[src/npc_pkg.sv]
`default_nettype none

package npc_pkg;

    // data and address word
    typedef logic [31:0] xlen_t;
    // raw instruction word
    typedef logic [31:0] inst_t;
    // architectural register index
    typedef logic [4:0] reg_idx_t;
    // alu operation select
    typedef logic [3:0] alu_op_t;

    // first fetch address after reset
    localparam xlen_t reset_vector = 32'h8000_0000;

    // memory depths in words
    localparam int imem_words = 256;
    localparam int dmem_words = 256;

    // word indices into the two memories
    typedef logic [7:0] imem_addr_t;
    typedef logic [7:0] dmem_addr_t;

    // major opcodes of the supported subset
    localparam logic [6:0] op_lui    = 7'b0110111;
    localparam logic [6:0] op_auipc  = 7'b0010111;
    localparam logic [6:0] op_jal    = 7'b1101111;
    localparam logic [6:0] op_jalr   = 7'b1100111;
    localparam logic [6:0] op_branch = 7'b1100011;
    localparam logic [6:0] op_load   = 7'b0000011;
    localparam logic [6:0] op_store  = 7'b0100011;
    localparam logic [6:0] op_imm    = 7'b0010011;
    localparam logic [6:0] op_reg    = 7'b0110011;
    localparam logic [6:0] op_system = 7'b1110011;

    // alu operations
    localparam alu_op_t alu_add  = 4'd0;
    localparam alu_op_t alu_sub  = 4'd1;
    localparam alu_op_t alu_sltu = 4'd2;
    localparam alu_op_t alu_xor  = 4'd3;
    localparam alu_op_t alu_or   = 4'd4;
    localparam alu_op_t alu_sra  = 4'd5;
    // result is 1 when operands differ, used by bne
    localparam alu_op_t alu_ne   = 4'd6;

    // writeback source select
    localparam logic [1:0] wb_alu = 2'd0;
    localparam logic [1:0] wb_mem = 2'd1;
    localparam logic [1:0] wb_pc4 = 2'd2;
    localparam logic [1:0] wb_imm = 2'd3;

    // run/halt machine in fetch
    typedef enum logic {
        st_run,
        st_halt
    } npc_state_t;

    localparam inst_t ebreak_word = 32'h0010_0073;
    // addi x0, x0, 0
    localparam inst_t nop_word    = 32'h0000_0013;

endpackage

`default_nettype wire
[src/npc_alu.sv]
`timescale 1ns/1ps
`default_nettype none

module npc_alu
    import npc_pkg::*;
(
    input  xlen_t   pc,
    input  xlen_t   rdata1,
    input  xlen_t   rdata2,
    input  xlen_t   imm,
    input  logic    src1_is_pc,
    input  logic    src2_is_imm,
    input  alu_op_t alu_op,
    output xlen_t   alu_result
);

    xlen_t op1;
    xlen_t op2;

    // pc only for auipc
    assign op1 = src1_is_pc ? pc : rdata1;
    // immediate for i-type, loads, stores, auipc
    assign op2 = src2_is_imm ? imm : rdata2;

    always_comb begin
        case (alu_op)
            alu_add:  alu_result = op1 + op2;
            alu_sub:  alu_result = op1 - op2;
            // sltu and sltiu, unsigned compare
            alu_sltu: alu_result = {31'b0, op1 < op2};
            alu_xor:  alu_result = op1 ^ op2;
            alu_or:   alu_result = op1 | op2;
            // shift amount from low five bits
            alu_sra:  alu_result = xlen_t'($signed(op1) >>> op2[4:0]);
            // branch flag, 1 when operands differ
            alu_ne:   alu_result = {31'b0, op1 != op2};
            default:  alu_result = '0;
        endcase
    end

endmodule

`default_nettype wire

[config.mk]
export PLATFORM = sky130hd
export DESIGN_NAME = npc_alu
export DESIGN_NICKNAME = d
export VERILOG_FILES = /design/src/npc_pkg.sv /design/src/npc_alu.sv
export SDC_FILE = /design/constraint.sdc
export NUM_CORES = 1
export LEC_CHECK = 0
export ABC_AREA = 1
export BUFFER_PORTS_ARGS = -buffer_cell sky130_fd_sc_hd__buf_2
export CAP_MARGIN = 20
export CORE_MARGIN = 5
export CORE_UTILIZATION = 54
export DETAILED_ROUTE_END_ITERATION = 7
export PLACE_DENSITY = 0.77
export SLEW_MARGIN = 20
export SYNTH_ARGS = -nofsm -noshare
export SYNTH_HDL_FRONTEND = slang
export SYNTH_SLANG_ARGS = --single-unit
[constraint.sdc]
create_clock -name vclk -period 2.95
set_input_delay 0.295 -clock vclk [all_inputs]
set_output_delay 0.295 -clock vclk [all_outputs]
set_load 0.05 [all_outputs]
==> impl_metrics.toml, run 1 <==
[synth]
synthesis.instances = 1866
synth_nets = 2100
ys_types = 40
syn_area_per_cell_um2 = 4.89
seq_area_frac_synth = 0
netlist_area_mm2 = 0.00912
yosys_warnings = 0

[outcome]
flow.stopped_at = "global routing"
firstError = "[ERROR GRT-0232] Routing congestion too high. Check the congestion heatmap in the GUI."
outcome = "aborted with a tool error"

[floorplanning]
row_count = 47
die_y_um = 140
start_util = 0.550
die_w_um = 140
io_pins = 166

[clock_tree]
cts.hold.buffers_added = 0

[placed_design]
dp_hpwl_mm = 38.8
place_area_mm2 = 0.0124
port_buffers = 166
routabilityCongestion = 1.23
dp.cells = 2486

[global_route]
grt_remaining_overflow = 129
grt_max_degree = 44
grt_usage = 0.774

[timing]
endpoint_type = "primary output"
crit_endpoint = "alu_result[25]"
[Yosys cell counts, types with 2 or more instances]
| cell type | n | area share |
|---|---|---|
| nand2_1 | 642 | 0.26 |
| inv_1 | 294 | 0.12 |
| nand3_1 | 236 | 0.13 |
| nor2_1 | 125 | 0.051 |
| o21ai_0 | 107 | 0.059 |
| ha_1 | 98 | 0.13 |
| a21oi_1 | 88 | 0.048 |
| buf_2 | 40 | 0.022 |
| or2_2 | 31 | 0.021 |
| o211ai_1 | 26 | 0.021 |
| clkbuf_1 | 24 | 0.0099 |
| o22ai_1 | 22 | 0.015 |
| nand4_1 | 21 | 0.014 |
| nor3_1 | 17 | 0.0093 |
| o21ai_1 | 16 | 0.0088 |
| o21bai_1 | 13 | 0.011 |
| buf_6 | 10 | 0.012 |
| a211oi_1 | 6 | 0.0049 |
| buf_4 | 6 | 0.0049 |
| inv_2 | 6 | 0.0025 |
| nor4_1 | 5 | 0.0034 |
| a31oi_1 | 3 | 0.0021 |
| and2_1 | 3 | 0.0021 |
| nand3b_1 | 3 | 0.0025 |
| o21a_1 | 3 | 0.0025 |
| o21ai_4 | 3 | 0.0054 |
| buf_1 | 2 | 0.00082 |
| fa_1 | 2 | 0.0044 |
| nand2_2 | 2 | 0.0014 |
| xor2_1 | 2 | 0.0019 |
[cell families after synthesis]
family                   count (synthesis)  synth area share
adder cells (fa/ha/maj)                100             0.139
AO/OA/AOI/OAI                          289             0.180
buffers and inverters                  384             0.174
AND/OR/NAND/NOR                       1090             0.504
multiplexers                             1           0.00110
XOR/XNOR                                 2           0.00192
[layer usage]
| metal | overflow | track usage |
|---|---|---|
| met1 | 1 | 0.758 |
| met2 | 73 | 0.938 |
| met4 | 48 | 0.788 |
| met3 | 7 | 0.629 |
| met5 | 0 | 0.343 |
[per-stage QoR]
| stage | setup WS [ns] | setup TNS (ns) |
|---|---|---|
| CTS | -0.0654 | -0.715 |
| detailed placement | -0.796 | -14.07 |
| global placement | -0.757 | -12.90 |
| floorplan | -0.0640 | -0.0640 |
[repair_timing]
item / 4_1_cts
pin swaps: 71
resized for setup: 372
setup endpoints to repair: 30
gates cloned: 2
setup buffers: 22
==> inputs of run 2 (changes only) <==
- CORE_UTILIZATION: 54 -> 40
- PLACE_DENSITY: 0.77 -> not set
- PLACE_DENSITY_LB_ADDON: not set -> 0.15
- clock period: 2.95 -> 3.8 ns (I/O delays scaled with it)
==> run 2 against run 1 <==
  * The run now ends clean
  * Synthesized cell count is the same
  * Area after synthesis unchanged
==> impl_metrics.toml, run 2 <==
[outcome]
outcome = "finished, final reports clean"

[synth]
netlist.area_leader.share = 0.264
synth.largest_area_cell = "nand2_1"
synth_xor_area_frac = 0.00192
yosys_warnings = 0
ys_types = 40
synthesis.instances = 1866
synth-adder-area-share = 0.139
seq_area_frac_synth = 0
muxShareOfSynthArea = 0.00110
netlist_area_mm2 = 0.00912
synth.most_common_cell = "nand2_1"
yosys.area_share.simple = 0.504
yosys-top-cells-count = "nand2_1 (642), inv_1 (294), nand3_1 (236)"
syn_area_per_cell_um2 = 4.89
synth_nets = 2100
synth-compound-area-share = 0.180
synth_top_family_by_area = "simple AND/OR/NAND/NOR gates"
ys_top_cells_by_area = "nand2_1 (26%), ha_1 (13%), nand3_1 (13%), inv_1 (12%), o21ai_0 (5.9%)"

[floorplanning]
start_util = 0.404
die_area_mm2 = 0.0259
core_mm2 = 0.0226
die_w_um = 161
io_pins = 166
die_y_um = 161
row_count = 55

[power_and_ir_drop]
total_power_mw = 2.45
p_switching_mw = 1.61
leakage_nw = 6.82
p_int_mw = 0.842
p_clk_frac = 0
powerDensity_mw_per_mm2 = 213
power_frac_seq = 0
switching_share = 0.656
comb_power_share = 1.000
vdd_drop_max_mv = 0.100

[setup_path]
crit_type = "input pin to primary output"
endpoint_kind = "primary output"
worstPathRequired_ns = 3.42
path_common_cell = "nand2_1"
slowest_delay_ns = 0.51
path_cells = "clkbuf_4 > inv_2 > or2_2 > o21ai_0 > inv_1 > ha_1 > inv_1 > fa_1 > o21ai_4 > nand2_1 > nand2_1 > nand2_1 > nand2_1 > o21ai_0 > nand2_1 > nand2_1 > nor2_1 > nand2_1 > buf_2"
arrival_ns = 3.33
start_kind = "input pin"
critPathSlowestCell = "fa_1"
cp_max_fo = 7

[timing]
hold_viol_final = 0
worstMarginPinSlew_ns = 0.702
relSlewSlack = 0.527
setup_viol = 0
fin_setup_tns_ns = 0
finalWorstSetupSlack_ns = 0.0899
clock.fmax_mhz = 270
grt_setup_unrepaired = "yes"
fin_crit_sh = 0.976
slew_viol_final = 0
finalCriticalPeriod_ns = 3.71
holdWs_ns = 1.54

[clock_tree]
cts.hold.buffers_added = 0

[routing]
vias = 13150
drc = 0
detail-route-antenna-nets = 0
wl_per_cell_um = 19.6
totalWireLength_mm = 47.5
vias_per_cell = 5.41
drtIter0Drc = 1416
dr.pass1.iters = 5

[final_layout]
num-clock-buffers = 0
fin_nets = 2381
finalNonFillerCells = 2430
n_antenna_cell = 0
numSequentialCells = 0
final_area_mm2 = 0.0115
multi_input_area_mm2 = 0.00765
final_core_util = 0.509
drive_above_1_share = 0.208
area_growth_pct = 26.0
seqCellArea_um2 = 0
fillers = 2615
final_cell_mix = "nand2_1 (639), inv_1 (294), nand3_1 (234), buf_4 (194), buf_2 (158)"
layout_commonest_cell = "nand2_1"

[global_route]
met2_usage = 0.564
grt_max_degree = 34
grt_pass1_wl_mm = 69.4
grt-busiest-layer = "met2"
antenna_found_initial = 1
grt_usage = 0.344
first_global_vias = 11780
grt_remaining_overflow = 0
met1_usage = 0.472
grt_util_met3 = 0.0290

[placed_design]
port_buffers = 166
pre_cts_ws_ns = -0.0620
place_area_mm2 = 0.0113
dp.cells = 2427
routabilityCongestion = 1.05
dp_hpwl_mm = 40.9

[min_path]
hp-class = "input pin to primary output"

[flow_run]
maxCapViolations = 0
==> run 2: cell counts after synthesis <==
No cell type changed its count.
==> run 2: worst max-delay path, delay by kind of cell <==
kind / cells / cell delay, ns
and+or+nand+nor: 9 / 1.01
AOI/OAI and AO/OA: 3 / 0.48
buffers and inverters: 5 / 0.71
adders and majority gates: 2 / 0.72
==> run 2: repair_timing <==
action / in CTS / in global routing
setup endpoints to repair: 2 / 24
setup buffers: 0 / 3
pin swaps: 0 / 4
gates resized for setup: 1 / 64
==> run 2: logic make-up after synthesis <==
family	after synthesis
buffers and inverters	384
and+or+nand+nor	1090
xor gates and xnor gates	2
adders and majority gates	100
AOI/OAI and AO/OA	289
muxes	1
==> run 2: area by class of cell <==
| class | count | share of cell area |
|---|---|---|
| inverter | 301 | 0.0983 |
| tap | 285 | 0.0310 |
| timing repair buffer | 362 | 0.205 |
| multi-input combinational | 1482 | 0.666 |
==> run 2: worst paths after layout <==
kind                    endpoint  cells after the start  startpoint
hold / removal    alu_result[16]                      6   alu_op[1]
setup / recovery  alu_result[14]                     19  src1_is_pc
==> run 2: routing by layer <==
metal / wire length, µm / vias to the layer above / share of wire
li1: - / 6516 / -
met1: 20400 / 5876 / 0.43
met2: 20700 / 664 / 0.44
met3: 4050 / 94 / 0.085
met4: 2320 / 0 / 0.049
met5: 0 / - / 0
==> run 2: power groups by stage <==
stage	Clock, mW	Sequential (mW)	Combinational (mW)
floorplan	0	0	1.40
global placement	0	0	2.34
detailed placement	0	0	2.35
CTS	0	0	2.36
global route	0	0	2.64
finish	0	0	2.45
No activity file was read; power rests on OpenSTA's default activity.
==> inputs of run 3 (changes only) <==
- ABC_AREA: 1 -> not set
==> run 3 against run 2 <==
  * The flow now finishes with violations (negative setup slack)
  * Power increased by 20%
  * Design area increased by 7.1%
  * Via count decreased by 21%
  * Hold slack got worse by 0.18 ns
  * Synthesized cell count decreased by 41%
  * Setup slack got worse by 0.32 ns
  * First-iteration DRC count decreased by 29%
  * Largest power group unchanged
==> impl_metrics.toml, run 3 <==
[timing]
relSlewSlack = 0.511
hold_viol_final = 0
slew_viol_final = 0
finalCriticalPeriod_ns = 4.03
worstMarginPinSlew_ns = 0.734
clock.fmax_mhz = 248
setup_viol = 12
finalWorstSetupSlack_ns = -0.227
holdWs_ns = 1.36
grt_setup_unrepaired = "yes"
fin_crit_sh = 1.06

[global_route]
grt_pass1_wl_mm = 54.3
first_global_vias = 9805
grt_max_degree = 45
grt_usage = 0.329
grt_remaining_overflow = 0
antenna_found_initial = 0

[synth]
netlist_area_mm2 = 0.00727
synth.largest_area_cell = "ha_1"
synth_top_family_by_area = "compound AO/OA/AOI/OAI gates"
ys_types = 77
syn_area_per_cell_um2 = 6.61
synthesis.instances = 1099
synth-adder-area-share = 0.174
seq_area_frac_synth = 0
ys_top_cells_by_area = "ha_1 (17%), mux2i_1 (14%), a21oi_1 (7.1%), nor2_1 (5.9%), o21ai_0 (5.4%)"
yosys_warnings = 0
yosys-top-cells-count = "nor2_1 (115), a21oi_1 (103), mux2i_1 (99)"
yosys.area_share.simple = 0.192
synth.most_common_cell = "nor2_1"
muxShareOfSynthArea = 0.187
netlist.area_leader.share = 0.169
synth_nets = 1333
synth_xor_area_frac = 0.0217
synth-compound-area-share = 0.331

[placed_design]
dp_hpwl_mm = 29.2
port_buffers = 166
routabilityCongestion = 1.04
dp.cells = 1745
pre_cts_ws_ns = -0.485

[power_and_ir_drop]
p_int_mw = 1.33
p_switching_mw = 1.60
powerDensity_mw_per_mm2 = 238
vdd_drop_max_mv = 0.168
comb_power_share = 1.000
leakage_nw = 6.00
power_frac_seq = 0
p_clk_frac = 0
switching_share = 0.547

[floorplanning]
core_mm2 = 0.0179
io_pins = 166
row_count = 49
die_y_um = 145
start_util = 0.406
die_area_mm2 = 0.0210
die_w_um = 145

[setup_path]
worstPathRequired_ns = 3.42
path_cells = "buf_12 > buf_12 > buf_12 > mux2i_4 > ha_4 > buf_4 > buf_4 > a21oi_1 > o21ai_2 > a221o_1 > o21ai_4 > o311a_1 > o31ai_2 > a21oi_2 > mux2_4 > o21ai_4 > buf_6"
start_kind = "input pin"
critPathSlowestCell = "a221o_1"
path_delay_family = "compound AO/OA/AOI/OAI gates"
cp_max_fo = 5
crit_buf_inv = 6
slowest_delay_ns = 0.37
crit_type = "input pin to primary output"
endpoint_kind = "primary output"
cp-startpoint = "src2_is_imm"
path_common_cell = "buf_12"
arrival_ns = 3.65

[routing]
dr.pass1.iters = 5
drc = 0
totalWireLength_mm = 37.1
vias = 10424
wl_per_cell_um = 20.8
vias_per_cell = 5.85
detail-route-antenna-nets = 0
drtIter0Drc = 999

[min_path]
hp-class = "input pin to primary output"
hold_path_startpoint = "alu_op[3]"

[final_layout]
area_growth_pct = 69.3
num-clock-buffers = 0
drive_above_1_share = 0.461
final_core_util = 0.687
multi_input_area_mm2 = 0.00782
seqCellArea_um2 = 0
n_antenna_cell = 0
layout_commonest_cell = "buf_4"
numSequentialCells = 0
fin_nets = 1790
final_cell_mix = "buf_4 (345), buf_2 (146), nor2_1 (108), nand2_1 (95), inv_1 (90)"
finalNonFillerCells = 1783
fillers = 1548

[outcome]
outcome = "finished with violations"
violations = "negative setup slack"

[flow_run]
maxCapViolations = 0
[run 3: through the flow]
| stage | total power [mW] | area [µm²] | setup TNS (ns) |
|---|---|---|---|
| 2_1_floorplan | 1.44 | 7710 | -0.110 |
| 3_3_place_gp | 2.45 | 10900 | -5.74 |
| 3_5_place_dp | 2.46 | 10900 | -6.17 |
| 4_1_cts | 2.70 | 11700 | -0.970 |
| 5_1_grt | 3.11 | 12300 | -2.77 |
| 6_report | 2.93 | 12300 | -1.20 |
[run 3: cell families after synthesis]
logic type / count (synthesis)
AOI/OAI and AO/OA: 374
and+or+nand+nor: 311
buffers and inverters: 170
muxes: 126
adders and majority gates: 100
xor gates and xnor gates: 18
[run 3: cell type report]
type               instances  share of cell area
repair buffers           528               0.312
multi-input cells        929               0.635
inverters                 97              0.0298
well taps                229              0.0233
[run 3: power groups by stage]
| stage | combinational [mW] | clock, mW | sequential [mW] |
|---|---|---|---|
| floorplan | 1.44 | 0 | 0 |
| detailed placement | 2.46 | 0 | 0 |
| global placement | 2.45 | 0 | 0 |
| finish | 2.93 | 0 | 0 |
| CTS | 2.70 | 0 | 0 |
| global route | 3.11 | 0 | 0 |
[run 3: final timing paths]
kind / end / slack [ns] / cells past startpoint
worst min-delay path: alu_result[0] / 1.36 / 5
worst max-delay path: alu_result[31] / -0.23 / 17
[run 3: layer usage]
layer  share of wire  global-route usage  vias up
met3           0.090              0.0289       88
met2            0.45               0.541      596
met4           0.030              0.0702        0
met1            0.43               0.470     4811
met5               0                   0        -
li1                -                   -     4929
[run 3: tightest hold or removal path, stage by stage]
cell,delay [ns]
buf_2,0.14
nor2_1,0.10
a21oi_1,0.11
o311ai_4,0.08
buf_6,0.16
[run 3: repair_timing]
action,CTS,global route
setup buffers,20,19
hold buffers,0,0
resized for setup,138,95
pin swaps,47,50
cloned,2,0
endpoints found under the setup margin,21,22
