`src/npc_pkg.sv`:
```
`default_nettype none

package npc_pkg;

    // data and address word
    typedef logic [31:0] xlen_t;
    // raw instruction word
    typedef logic [31:0] inst_t;
    // architectural register index
    typedef logic [4:0] reg_idx_t;
    // alu operation select
    typedef logic [3:0] alu_op_t;

    // first fetch address after reset
    localparam xlen_t reset_vector = 32'h8000_0000;

    // memory depths in words
    localparam int imem_words = 256;
    localparam int dmem_words = 256;

    // word indices into the two memories
    typedef logic [7:0] imem_addr_t;
    typedef logic [7:0] dmem_addr_t;

    // major opcodes of the supported subset
    localparam logic [6:0] op_lui    = 7'b0110111;
    localparam logic [6:0] op_auipc  = 7'b0010111;
    localparam logic [6:0] op_jal    = 7'b1101111;
    localparam logic [6:0] op_jalr   = 7'b1100111;
    localparam logic [6:0] op_branch = 7'b1100011;
    localparam logic [6:0] op_load   = 7'b0000011;
    localparam logic [6:0] op_store  = 7'b0100011;
    localparam logic [6:0] op_imm    = 7'b0010011;
    localparam logic [6:0] op_reg    = 7'b0110011;
    localparam logic [6:0] op_system = 7'b1110011;

    // alu operations
    localparam alu_op_t alu_add  = 4'd0;
    localparam alu_op_t alu_sub  = 4'd1;
    localparam alu_op_t alu_sltu = 4'd2;
    localparam alu_op_t alu_xor  = 4'd3;
    localparam alu_op_t alu_or   = 4'd4;
    localparam alu_op_t alu_sra  = 4'd5;
    // result is 1 when operands differ, used by bne
    localparam alu_op_t alu_ne   = 4'd6;

    // writeback source select
    localparam logic [1:0] wb_alu = 2'd0;
    localparam logic [1:0] wb_mem = 2'd1;
    localparam logic [1:0] wb_pc4 = 2'd2;
    localparam logic [1:0] wb_imm = 2'd3;

    // run/halt machine in fetch
    typedef enum logic {
        st_run,
        st_halt
    } npc_state_t;

    localparam inst_t ebreak_word = 32'h0010_0073;
    // addi x0, x0, 0
    localparam inst_t nop_word    = 32'h0000_0013;

endpackage

`default_nettype wire
```
`src/npc_decode.sv`:
```
`timescale 1ns/1ps
`default_nettype none

module npc_decode
    import npc_pkg::*;
(
    input  inst_t      inst,
    input  logic       reset,
    input  logic       halted,
    output reg_idx_t   rs1,
    output reg_idx_t   rs2,
    output reg_idx_t   rd,
    output xlen_t      imm,
    output alu_op_t    alu_op,
    output logic       src1_is_pc,
    output logic       src2_is_imm,
    output logic       reg_wen,
    output logic       mem_ren,
    output logic       mem_wen,
    output logic       byte_access,
    output logic       is_jal,
    output logic       is_jalr,
    output logic       is_bne,
    output logic       is_ebreak,
    output logic [1:0] wb_sel
);

    logic [6:0] opcode;
    logic [2:0] funct3;
    logic [6:0] funct7;
    xlen_t      imm_i;
    xlen_t      imm_s;
    xlen_t      imm_b;
    xlen_t      imm_u;
    xlen_t      imm_j;

    assign opcode = inst[6:0];
    assign funct3 = inst[14:12];
    assign funct7 = inst[31:25];
    assign rs1    = inst[19:15];
    assign rs2    = inst[24:20];
    assign rd     = inst[11:7];

    // all formats sign extend from bit 31
    assign imm_i = {{20{inst[31]}}, inst[31:20]};
    assign imm_s = {{20{inst[31]}}, inst[31:25], inst[11:7]};
    assign imm_b = {{19{inst[31]}}, inst[31], inst[7], inst[30:25], inst[11:8], 1'b0};
    assign imm_u = {inst[31:12], 12'b0};
    assign imm_j = {{11{inst[31]}}, inst[31], inst[19:12], inst[20], inst[30:21], 1'b0};

    always_comb begin
        imm         = '0;
        alu_op      = alu_add;
        src1_is_pc  = 1'b0;
        src2_is_imm = 1'b0;
        reg_wen     = 1'b0;
        mem_ren     = 1'b0;
        mem_wen     = 1'b0;
        byte_access = 1'b0;
        is_jal      = 1'b0;
        is_jalr     = 1'b0;
        is_bne      = 1'b0;
        is_ebreak   = 1'b0;
        wb_sel      = wb_alu;
        case (opcode)
            op_lui: begin
                imm     = imm_u;
                reg_wen = 1'b1;
                wb_sel  = wb_imm;
            end
            op_auipc: begin
                // pc plus upper immediate through the alu
                imm         = imm_u;
                src1_is_pc  = 1'b1;
                src2_is_imm = 1'b1;
                reg_wen     = 1'b1;
            end
            op_jal: begin
                imm     = imm_j;
                is_jal  = 1'b1;
                reg_wen = 1'b1;
                wb_sel  = wb_pc4;
            end
            op_jalr: begin
                imm         = imm_i;
                src2_is_imm = 1'b1;
                is_jalr     = (funct3 == 3'b000);
                reg_wen     = is_jalr;
                wb_sel      = wb_pc4;
            end
            op_branch: begin
                // only bne, alu flags the inequality
                imm    = imm_b;
                is_bne = (funct3 == 3'b001);
                alu_op = alu_ne;
            end
            op_load: begin
                // address is rs1 plus imm, lw or lbu
                imm         = imm_i;
                src2_is_imm = 1'b1;
                mem_ren     = (funct3 == 3'b010) || (funct3 == 3'b100);
                byte_access = (funct3 == 3'b100);
                reg_wen     = mem_ren;
                wb_sel      = wb_mem;
            end
            op_store: begin
                // sw or sb
                imm         = imm_s;
                src2_is_imm = 1'b1;
                mem_wen     = (funct3 == 3'b010) || (funct3 == 3'b000);
                byte_access = (funct3 == 3'b000);
            end
            op_imm: begin
                imm         = imm_i;
                src2_is_imm = 1'b1;
                case (funct3)
                    3'b000: reg_wen = 1'b1;
                    3'b011: begin
                        alu_op  = alu_sltu;
                        reg_wen = 1'b1;
                    end
                    3'b101: begin
                        // srai only, srli not in subset
                        alu_op  = alu_sra;
                        reg_wen = (funct7 == 7'b0100000);
                    end
                    default: reg_wen = 1'b0;
                endcase
            end
            op_reg: begin
                case (funct3)
                    3'b000: begin
                        alu_op  = funct7[5] ? alu_sub : alu_add;
                        reg_wen = (funct7 == 7'b0000000) || (funct7 == 7'b0100000);
                    end
                    3'b011: begin
                        alu_op  = alu_sltu;
                        reg_wen = (funct7 == 7'b0000000);
                    end
                    3'b100: begin
                        alu_op  = alu_xor;
                        reg_wen = (funct7 == 7'b0000000);
                    end
                    3'b110: begin
                        alu_op  = alu_or;
                        reg_wen = (funct7 == 7'b0000000);
                    end
                    default: reg_wen = 1'b0;
                endcase
            end
            op_system: is_ebreak = (inst == ebreak_word);
            default: ;
        endcase
        // nothing commits during reset or after halt
        if (reset || halted) begin
            reg_wen   = 1'b0;
            mem_ren   = 1'b0;
            mem_wen   = 1'b0;
            is_jal    = 1'b0;
            is_jalr   = 1'b0;
            is_bne    = 1'b0;
            is_ebreak = 1'b0;
        end
    end

endmodule

`default_nettype wire

```
`config.mk`:
```
export PLATFORM = sky130hd
export DESIGN_NAME = npc_decode
export DESIGN_NICKNAME = d
export VERILOG_FILES = /design/src/npc_pkg.sv /design/src/npc_decode.sv
export SDC_FILE = /design/constraint.sdc
export NUM_CORES = 1
export LEC_CHECK = 0
export BUFFER_PORTS_ARGS = -buffer_cell sky130_fd_sc_hd__buf_2
export CORE_ASPECT_RATIO = 1.25
export CORE_MARGIN = 8
export CORE_UTILIZATION = 37
export DETAILED_ROUTE_END_ITERATION = 16
export PLACE_DENSITY_LB_ADDON = 0.1
export SLEW_MARGIN = 25
export SYNTH_ARGS = -nofsm -noshare
export SYNTH_HDL_FRONTEND = slang
export SYNTH_SLANG_ARGS = --single-unit
```
`constraint.sdc`:
```
create_clock -name vclk -period 1.7
set_input_delay 0.34 -clock vclk [all_inputs]
set_output_delay 0.34 -clock vclk [all_outputs]
set_load 0.02 [all_outputs]
```
Yosys cells after proc, flatten, opt, wreduce, memory -nomap -nowiden
Index checks and enable logic that the tools add are counted.

Flip-flop bits (word level): 0. Bits in latches: 0. RAM bits: 0. ROM bits: 0. Bits of input ports: 34. Output and inout bits: 63. Word-level logic and storage cells: 56. Memories: 0.

$add $sub $neg: 0. Multiply operators: 0. Div/mod/pow operators: 0. Order comparisons: 0. Eq/ne operators: 18. Shift operators: 0. Muxes and demuxes: 25. Bitwise logic cells: 0. Reductions and logical operators: 13.

Operator list (number): 32-bit case mux with 5 select lines (1); 32-bit by 21-bit == test with 1-bit output (second input constant) (1); 7-bit by 6-bit == test with 1-bit output (second input constant) (4); 7-bit == test (second input constant) (4); 1-bit 2-to-1 mux (16); 7-bit by 5-bit == test with 1-bit output (second input constant) (2); 3-bit case mux with 4 select lines (1); 3-bit == test (second input constant) (3); 3-bit case mux with 3 select lines (1); 3-bit OR reduction (3); 7-bit by 2-bit == test with 1-bit output (second input constant) (1); 7-bit logical NOT (1); 3-bit by 2-bit == test with 1-bit output (second input constant) (2); 1-bit case mux with 2 select lines (3); 2-bit case mux with 3 select lines (1); 3-bit case mux with 2 select lines (1); 2-bit OR reduction (3); 1-bit case mux with 5 select lines (1); 5-bit OR reduction (1); 1-bit logical OR (4); 3-bit by 1-bit == test with 1-bit output (second input constant) (1); 3-bit logical NOT (1).

Depth between registers and ports, before layout
Gate-level depths: netlist of the first run.

Word-level depth: 5. Gate-level depth with buffers: 6. Depth with buffers taken out: 4.

Worst setup path before layout of the first run
Ideal clock, no wire load.

Path kind: input -> output. Start: input port inst[2]. End: output port byte_access. Data arrival time: 1757 ps. Required time: 1360 ps. Slack: -397 ps. Stages on the path: 4. Buffers on the path: 1. Path through: buf_4 -> or3_4 -> or2_1 -> nor4_1.

Longest elaborated chain between the ends: 2. Elaborated cells on any way between the ends: 3. Classes of those cells: eq/ne: 2; mux: 1.

Ends and longest elaborated chain: start: declaration (line npc_decode.sv:7) `input inst_t inst,`; 7-bit by 6-bit == test with 1-bit output or 7-bit by 2-bit == test with 1-bit output (tied branches) (line npc_decode.sv:65) `case (opcode)`; 1-bit case mux with 2 select lines * (line npc_decode.sv:65); end: declaration (line npc_decode.sv:20) `output logic byte_access,`.

Mark *: on every way between the ends. The rest lies on a longest branch, timed or not.

Worst setup path in the final report of the first run
Start: input port inst[4]. End: output port alu_op[0].

Longest elaborated chain between the ends: 2. Elaborated cells on any way between the ends: 4. Classes of those cells: eq/ne: 3; mux: 1.

Ends and longest elaborated chain: 7-bit by 6-bit == test with 1-bit output, or another cell as far along (line npc_decode.sv:65); 3-bit case mux with 3 select lines * (line npc_decode.sv:65); end: declaration (line npc_decode.sv:14) `output alu_op_t alu_op,`.

Marked as above.

==> results of run 1 <==
synth_stat cells, drive strengths merged (2+ instances only):
cell type / number
buf: 27
a21o: 19
nor2: 12
nand2: 10
and2: 8
nor4: 8
nor3: 7
o21ai: 7
inv: 6
or3: 6
nand3: 5
a21oi: 4
a22o: 4
or2: 4
nor2b: 3
a211oi: 2
a32oi: 2
and3: 2
and4bb: 2
nand4: 2
nand4b: 2
nor4bb: 2
o31ai: 2
metrics by stage:
stage | total power, W | hold WS (ns)
floorplan | 0.000203 | 0.793
global placement | 0.000367 | 0.923
detailed placement | 0.000370 | 0.924
CTS | 0.000441 | 0.925
global route | 0.000532 | 0.944
finish | 0.000513 | 0.936
power breakdown:
group          internal, W  switching (W)  total, W
clock                    0              0         0
combinational     0.000242       0.000272  0.000513
sequential               0              0         0
total             0.000242       0.000272  0.000513
path summary, 6_finish.rpt:
kind,from,endpoint,slack [ns],cells past startpoint
max,inst[4],alu_op[0],-0.30,6
min,inst[17],rs1[2],0.94,2
worst max-delay path, cell delays in order:
cell and delay (ns):
buf_4 0.14, nor2b_1 0.30, nand2_4 0.12, or4_4 0.44, a21oi_4 0.16, buf_6 0.14
logic make-up after synthesis:
group	Yosys count	synth area share (%)
xor+xnor	2	1.57
compound gates	47	30.9
mux	1	0.897
other cells	1	0.336
buf+inv	34	19.8
simple gates	79	46.4
metal layers:
metal | up-vias | GRT usage [%]
met5 | - | 0
met4 | 0 | 3.50
met3 | 29 | 3.30
met2 | 147 | 40.3
met1 | 951 | 22.0
li1 | 860 | -
layout make-up:
cell class	instances	area [um^2]	share of cell area, %
inverters	6	22.5	0.839
multi-input cells	130	1270	47.3
well taps	36	45.0	1.68
repair buffers	162	1350	50.2
what timing repair did:
action,CTS,global route
gates resized for setup,120,58
buffers inserted,7,3
endpoints found under the setup margin,46,44
pin swaps,16,23
cloned,1,0
==> run metrics, run 1 <==
first-pass GRT wire length=roughly 8800 um; Finished Layout Cells=334; share of the synthesized area in the top cell type=12.8%; GRT Total Usage=20.5%; DR top layer=met4; PD cells=roughly 190 nW/um^2; RSZ-0062 raised after global routing=yes; Hold Buf Count CTS=0; Yosys cell types=53; most common cell after layout, fill and taps aside=buf_4; Fillers=118; Worst setup SP type=primary input; Worst IR Drop VDD=approximately 0.18 mV; Synth warnings=0; initial antenna violation count=0; violated checks=setup timing; via count of the first global-routing pass=around 1900; min cycle time layout=2.00 ns; Critical Path End Type=output port; wire length on met1=roughly 2600 um; syn_nets=a little under 200; largest net degree at the start of global routing=13; pre-CTS WS=-0.315 ns; layout cells sized above 1=76.2%; post-route cell area=around 2700 um^2; area leader, netlist=a21o_1; Area contributors post-synth=a21o_1 (13%), buf_4 (13%), nor2_1 (4.0%); Slew Limit Fails=0; initial core utilization=38.3%; Setup violations, final=46; synthesized area=roughly 1100 um^2; Diodes inserted=0; wire per inst=around 22 um; f_max=around 500 MHz; Port Buf Inserts=96; number of clock buffers in the layout=0; sequential area share after synthesis=0%; Nets=roughly 330; Top-Level Pins=97; critical path class=primary input to output port; sequential cell area=0 um^2; Inst Count DP=between 300 and 400; Worst Path Arrival=~1.7 ns; Post-DP HPWL=between 4000 and 5000 um; met2 wire length=slightly below 4000 um; Total Wirelength=7380 um; cells after synthesis=roughly 160; final setup TNS=-5.63 ns; CP Data Required Time=between 1 and 1.5 ns; vias per cell=about 6; crit share post-route=117%; most frequent cells in the layout=buf_4 (64), buf_6 (48), buf_2 (44), a21o_1 (19), nor2_1 (9); Pre-antenna DRT Iters=5; Cell Area, Placed=1980 um^2; Area Overhead vs Synth=140%; Vias=1987; Leakage=approximately 1.4 nW; initial DRC count=about 180; fin util=roughly nine tenths; Die Wd=about 65 um; Die Span Y=77.4 um; die area=just over 5000 um^2; CP Max Fanout=6; setup ws final=-0.297 ns; # rows=22; Fin. Hold Viols=0; outcome=finished with violations; syn avg cell area=slightly below 7 um^2; Congestion Overflow GR=0; CORE AREA=2920 um^2; post-route ant nets=0; met3 wire len=636 um; seq_cells=0; Residual DRC=0; gpl congestion=approximately 0.91; Hold Path Class=primary input to output port; Max Cap Viol=0
Note: power is estimated with default switching activity, not from simulation.
==> run 2: changes to the inputs <==
--- a/config.mk
+++ b/config.mk
@@ -10,7 +10,8 @@
 export CORE_MARGIN = 8
 export CORE_UTILIZATION = 37
 export DETAILED_ROUTE_END_ITERATION = 16
-export PLACE_DENSITY_LB_ADDON = 0.1
+export GPL_TIMING_DRIVEN = 0
+export PLACE_DENSITY = 0.92
 export SLEW_MARGIN = 25
 export SYNTH_ARGS = -nofsm -noshare
 export SYNTH_HDL_FRONTEND = slang
==> run metrics, run 2 (same netlist as run 1, synthesis figures left out) <==
GRT met1 Usage=23.5% (was 22.0%); seq_cells=0 (unchanged); outcome=finished with violations (unchanged); Fillers=135 (was 118); setup ws final=-0.238 ns (was -0.297 ns); Pre-antenna DRT Iters=4 (was 5); Max Cap Viol=0 (unchanged); Top-Level Pins=97 (unchanged); Residual DRC=0 (unchanged); Hold Path Class=primary input to output port (unchanged); wire per inst=23.9 um (was 22.1 um); Setup violations, final=39 (was 46); Congestion Overflow GR=0 (unchanged); PD cells=195 nW/um^2 (was 191 nW/um^2); Port Buf Inserts=94 (was 96); area of the multi-input gates=1250 um^2 (was 1270 um^2); Slew Limit Fails=0 (unchanged); Total Wirelength=7700 um (was 7380 um); most frequent cells in the layout=buf_6 (50), buf_4 (46), buf_2 (46), a21o_1 (19), nor2_1 (8) (was buf_4 (64), buf_6 (48), buf_2 (44), a21o_1 (19), nor2_1 (9)); fin util=88.5% (was 92.0%); Area Overhead vs Synth=131% (was 140%); vias per cell=6.10 (was 5.95); hold slack=1.01 ns (was 0.936 ns); most common cell after layout, fill and taps aside=buf_6 (was buf_4); Diodes inserted=0 (unchanged); initial core utilization=38.3% (unchanged); grt peak-use layer=met2 (unchanged); Worst setup SP type=primary input (unchanged); Die Wd=65.1 um (unchanged); via count of the first global-routing pass=2042 (was 1861); critical path class=primary input to output port (unchanged); min cycle time layout=1.94 ns (was 2.00 ns); Critical Path End Type=output port (unchanged); Worst IR Drop VDD=0.170 mV (was 0.177 mV); met3 GRT Util=5.60% (was 3.30%); Vias=1964 (was 1987); largest net degree at the start of global routing=11 (was 13); Nets=322 (was 334); CP Data Required Time=1.36 ns (about the same); sequential cell area=0 um^2 (unchanged); pre-CTS WS=-0.357 ns (was -0.315 ns); initial DRC count=189 (was 176); RSZ-0062 raised after global routing=yes (unchanged); f_max=516 MHz (was 501 MHz); # rows=22 (unchanged); Die Span Y=77.4 um (unchanged); Fin. Hold Viols=0 (unchanged); CORE AREA=2920 um^2 (unchanged); number of clock buffers in the layout=0 (unchanged); final setup TNS=-5.66 ns (was -5.63 ns); violated checks=setup timing (unchanged); layout cells sized above 1=75.9% (was 76.2%); met2 Use GR=44.7% (was 40.3%); Post-DP HPWL=3880 um (was 4220 um); initial antenna violation count=0 (unchanged); Worst Path Arrival=1.60 ns (was 1.66 ns); GRT Total Usage=23.8% (was 20.5%); gpl congestion=0.863 (was 0.909); crit share post-route=114% (was 117%); first-pass GRT wire length=10100 um (was 8830 um); die area=5040 um^2 (unchanged); Leakage=1.39 nW (was 1.45 nW); CP Max Fanout=4 (was 6); post-route ant nets=0 (unchanged)
## run 2: path summary, 6_finish.rpt
check | start | endpoint | cells after the start
worst max-delay path | reset | is_ebreak | 5
worst min-delay path | inst[27] | imm[27] | 3
## run 2: timing repair
item                       4_1_cts  5_1_grt
setup buffers                   17        9
cloned                           4        0
hold buffers                     0        0
setup endpoints to repair       45       45
pin swaps                       27       26
gates resized for setup        137       47
## run 2: worst max-delay path, cell delays in order
cell	delay [ns]
buf_6	0.09
or3_4	0.42
or3_4	0.39
nor4_4	0.17
buf_4	0.19
## run 2: final cells by class
cell class         instances  share of cell area, %
multi-input cells        130                   48.4
repair buffers           123                   39.1
inverters                  6                  0.873
plain buffers             27                   9.84
well taps                 36                   1.75
## run 2: routing by layer
layer	share of wire, %	up-vias
met5	0	-
met4	5.8	0
met3	9.1	47
met2	50	145
met1	35	929
li1	-	843
## run 2: power breakdown
group	switching, W	internal (W)
Clock	0	0
Combinational	0.000272	0.000232
Sequential	0	0
## run 2: stage by stage
step | cell area [um^2] | std cells | power (W)
global route | 2580 | 322 | 0.000522
CTS | 2350 | 315 | 0.000418
detailed placement | 1750 | 294 | 0.000321
global placement | 1750 | 294 | 0.000314
finish | 2580 | 322 | 0.000504
floorplan | 1230 | 164 | 0.000203
==> run 3: changes to the inputs <==
--- a/config.mk
+++ b/config.mk
@@ -10,8 +10,9 @@
 export CORE_MARGIN = 8
 export CORE_UTILIZATION = 37
 export DETAILED_ROUTE_END_ITERATION = 16
+export GPL_ROUTABILITY_DRIVEN = 0
 export GPL_TIMING_DRIVEN = 0
-export PLACE_DENSITY = 0.92
+export PLACE_DENSITY = 0.93
 export SLEW_MARGIN = 25
 export SYNTH_ARGS = -nofsm -noshare
 export SYNTH_HDL_FRONTEND = slang
==> run metrics, run 3 (same netlist as run 1, synthesis figures left out) <==
Residual DRC=0 (unchanged); Slew Limit Fails=0 (unchanged); min cycle time layout=1.94 ns (about the same); die area=5040 um^2 (unchanged); Worst IR Drop VDD=0.134 mV (was 0.170 mV); Die Span Y=77.4 um (unchanged); PD cells=183 nW/um^2 (was 195 nW/um^2); crit share post-route=114% (about the same); wire per inst=20.0 um (was 23.9 um); Post-DP HPWL=3910 um (was 3880 um); most frequent cells in the layout=buf_6 (48), buf_2 (47), buf_4 (35), a21o_1 (19), nor2_1 (9) (was buf_6 (50), buf_4 (46), buf_2 (46), a21o_1 (19), nor2_1 (8)); Area Overhead vs Synth=117% (was 131%); final setup TNS=-6.03 ns (was -5.66 ns); Max Cap Viol=0 (unchanged); Die Wd=65.1 um (unchanged); Top-Level Pins=97 (unchanged); setup ws final=-0.237 ns (was -0.238 ns); Fillers=154 (was 135); Leakage=1.32 nW (was 1.39 nW); Crit-path slowest cell=or3_4 (unchanged); most common cell after layout, fill and taps aside=buf_6 (unchanged); largest net degree at the start of global routing=11 (unchanged); Tot Pwr=0.000442 W (was 0.000504 W); CORE AREA=2920 um^2 (unchanged); via count of the first global-routing pass=1806 (was 2042); area of the multi-input gates=1230 um^2 (was 1250 um^2); critical path class=primary input to output port (unchanged); Setup violations, final=44 (was 39); Hold Path Class=primary input to output port (unchanged); Congestion Overflow GR=0 (unchanged); Cell Area, Placed=1750 um^2 (unchanged); worst-path cell chain=buf_8 -> buf_6 -> or3_4 -> or2_4 -> nor4_4 -> buf_4 (was buf_6 -> or3_4 -> or3_4 -> nor4_4 -> buf_4); seq_cells=0 (unchanged); Diodes inserted=0 (unchanged); Nets=308 (was 322); layout cells sized above 1=72.4% (was 75.9%); GRT Total Usage=19.9% (was 23.8%); violated checks=setup timing (unchanged); Worst Path Arrival=1.60 ns (about the same); Total Wirelength=6160 um (was 7700 um); CP Data Required Time=1.36 ns (about the same); RSZ-0062 raised after global routing=yes (unchanged); vias per cell=5.80 (was 6.10); Worst setup SP type=primary input (unchanged); Port Buf Inserts=94 (unchanged); Critical Path End Type=output port (unchanged); outcome=finished with violations (unchanged); sequential cell area=0 um^2 (unchanged); Fin. Hold Viols=0 (unchanged); CP Max Fanout=5 (was 4); number of clock buffers in the layout=0 (unchanged); initial antenna violation count=0 (unchanged); post-route ant nets=0 (unchanged); first-pass GRT wire length=8550 um (was 10100 um); # rows=22 (unchanged); CP peak stage delay=0.40 ns (was 0.42 ns); Pre-antenna DRT Iters=4 (unchanged); Vias=1787 (was 1964); post-route cell area=2420 um^2 (was 2580 um^2); initial DRC count=132 (was 189); initial core utilization=38.3% (unchanged); f_max=516 MHz (about the same)
==> run 3: final timing paths <==
| check | from | end | slack [ns] | cells after the start |
|---|---|---|---|---|
| worst max-delay path | inst[2] | byte_access | -0.24 | 6 |
| worst min-delay path | inst[28] | imm[28] | 1.02 | 3 |
==> run 3: cell type report <==
class,instances,share of cell area [%]
inverters,6,0.931
multi-input cells,130,50.8
plain buffers,27,9.88
repair buffers,109,36.6
well taps,36,1.86
==> run 3: repair_timing <==
item | CTS | global route
resized for setup | 129 | 43
setup endpoints to repair | 45 | 45
hold buffers | 0 | 0
setup buffers | 10 | 2
pin swaps | 33 | 18
cloned | 3 | 0
==> run 3: power breakdown <==
group	leakage, nW	total [W]	switching [W]	internal (W)
sequential	0	0	0	0
clock	0	0	0	0
combinational	1.32	0.000442	0.000246	0.000196
==> run 3: per-stage QoR <==
stage / hold slack (ns) / setup WS (ns) / cells / utilization (%)
after floorplan: 0.793 / -0.0978 / 164 / -
after global placement: 0.974 / -0.338 / 294 / 59.9
after detailed placement: 0.973 / -0.363 / 294 / 59.9
after CTS: 1.01 / -0.220 / 306 / 76.9
after global routing: 1.03 / -0.282 / 308 / 82.9
final: 1.02 / -0.237 / 308 / 82.9
==> run 3: per-layer routing <==
layer	vias to the layer above	wire length (um)	GRT usage [%]
li1	808	-	-
met1	848	2200	20.9
met2	116	3210	38.1
met3	15	564	4.17
met4	0	178	5.47
met5	-	0	0
==> run 3: worst max-delay path: cells and delay by family <==
family	cells	cell delay, ns
buf+inv	3	0.41
simple gates	3	0.84
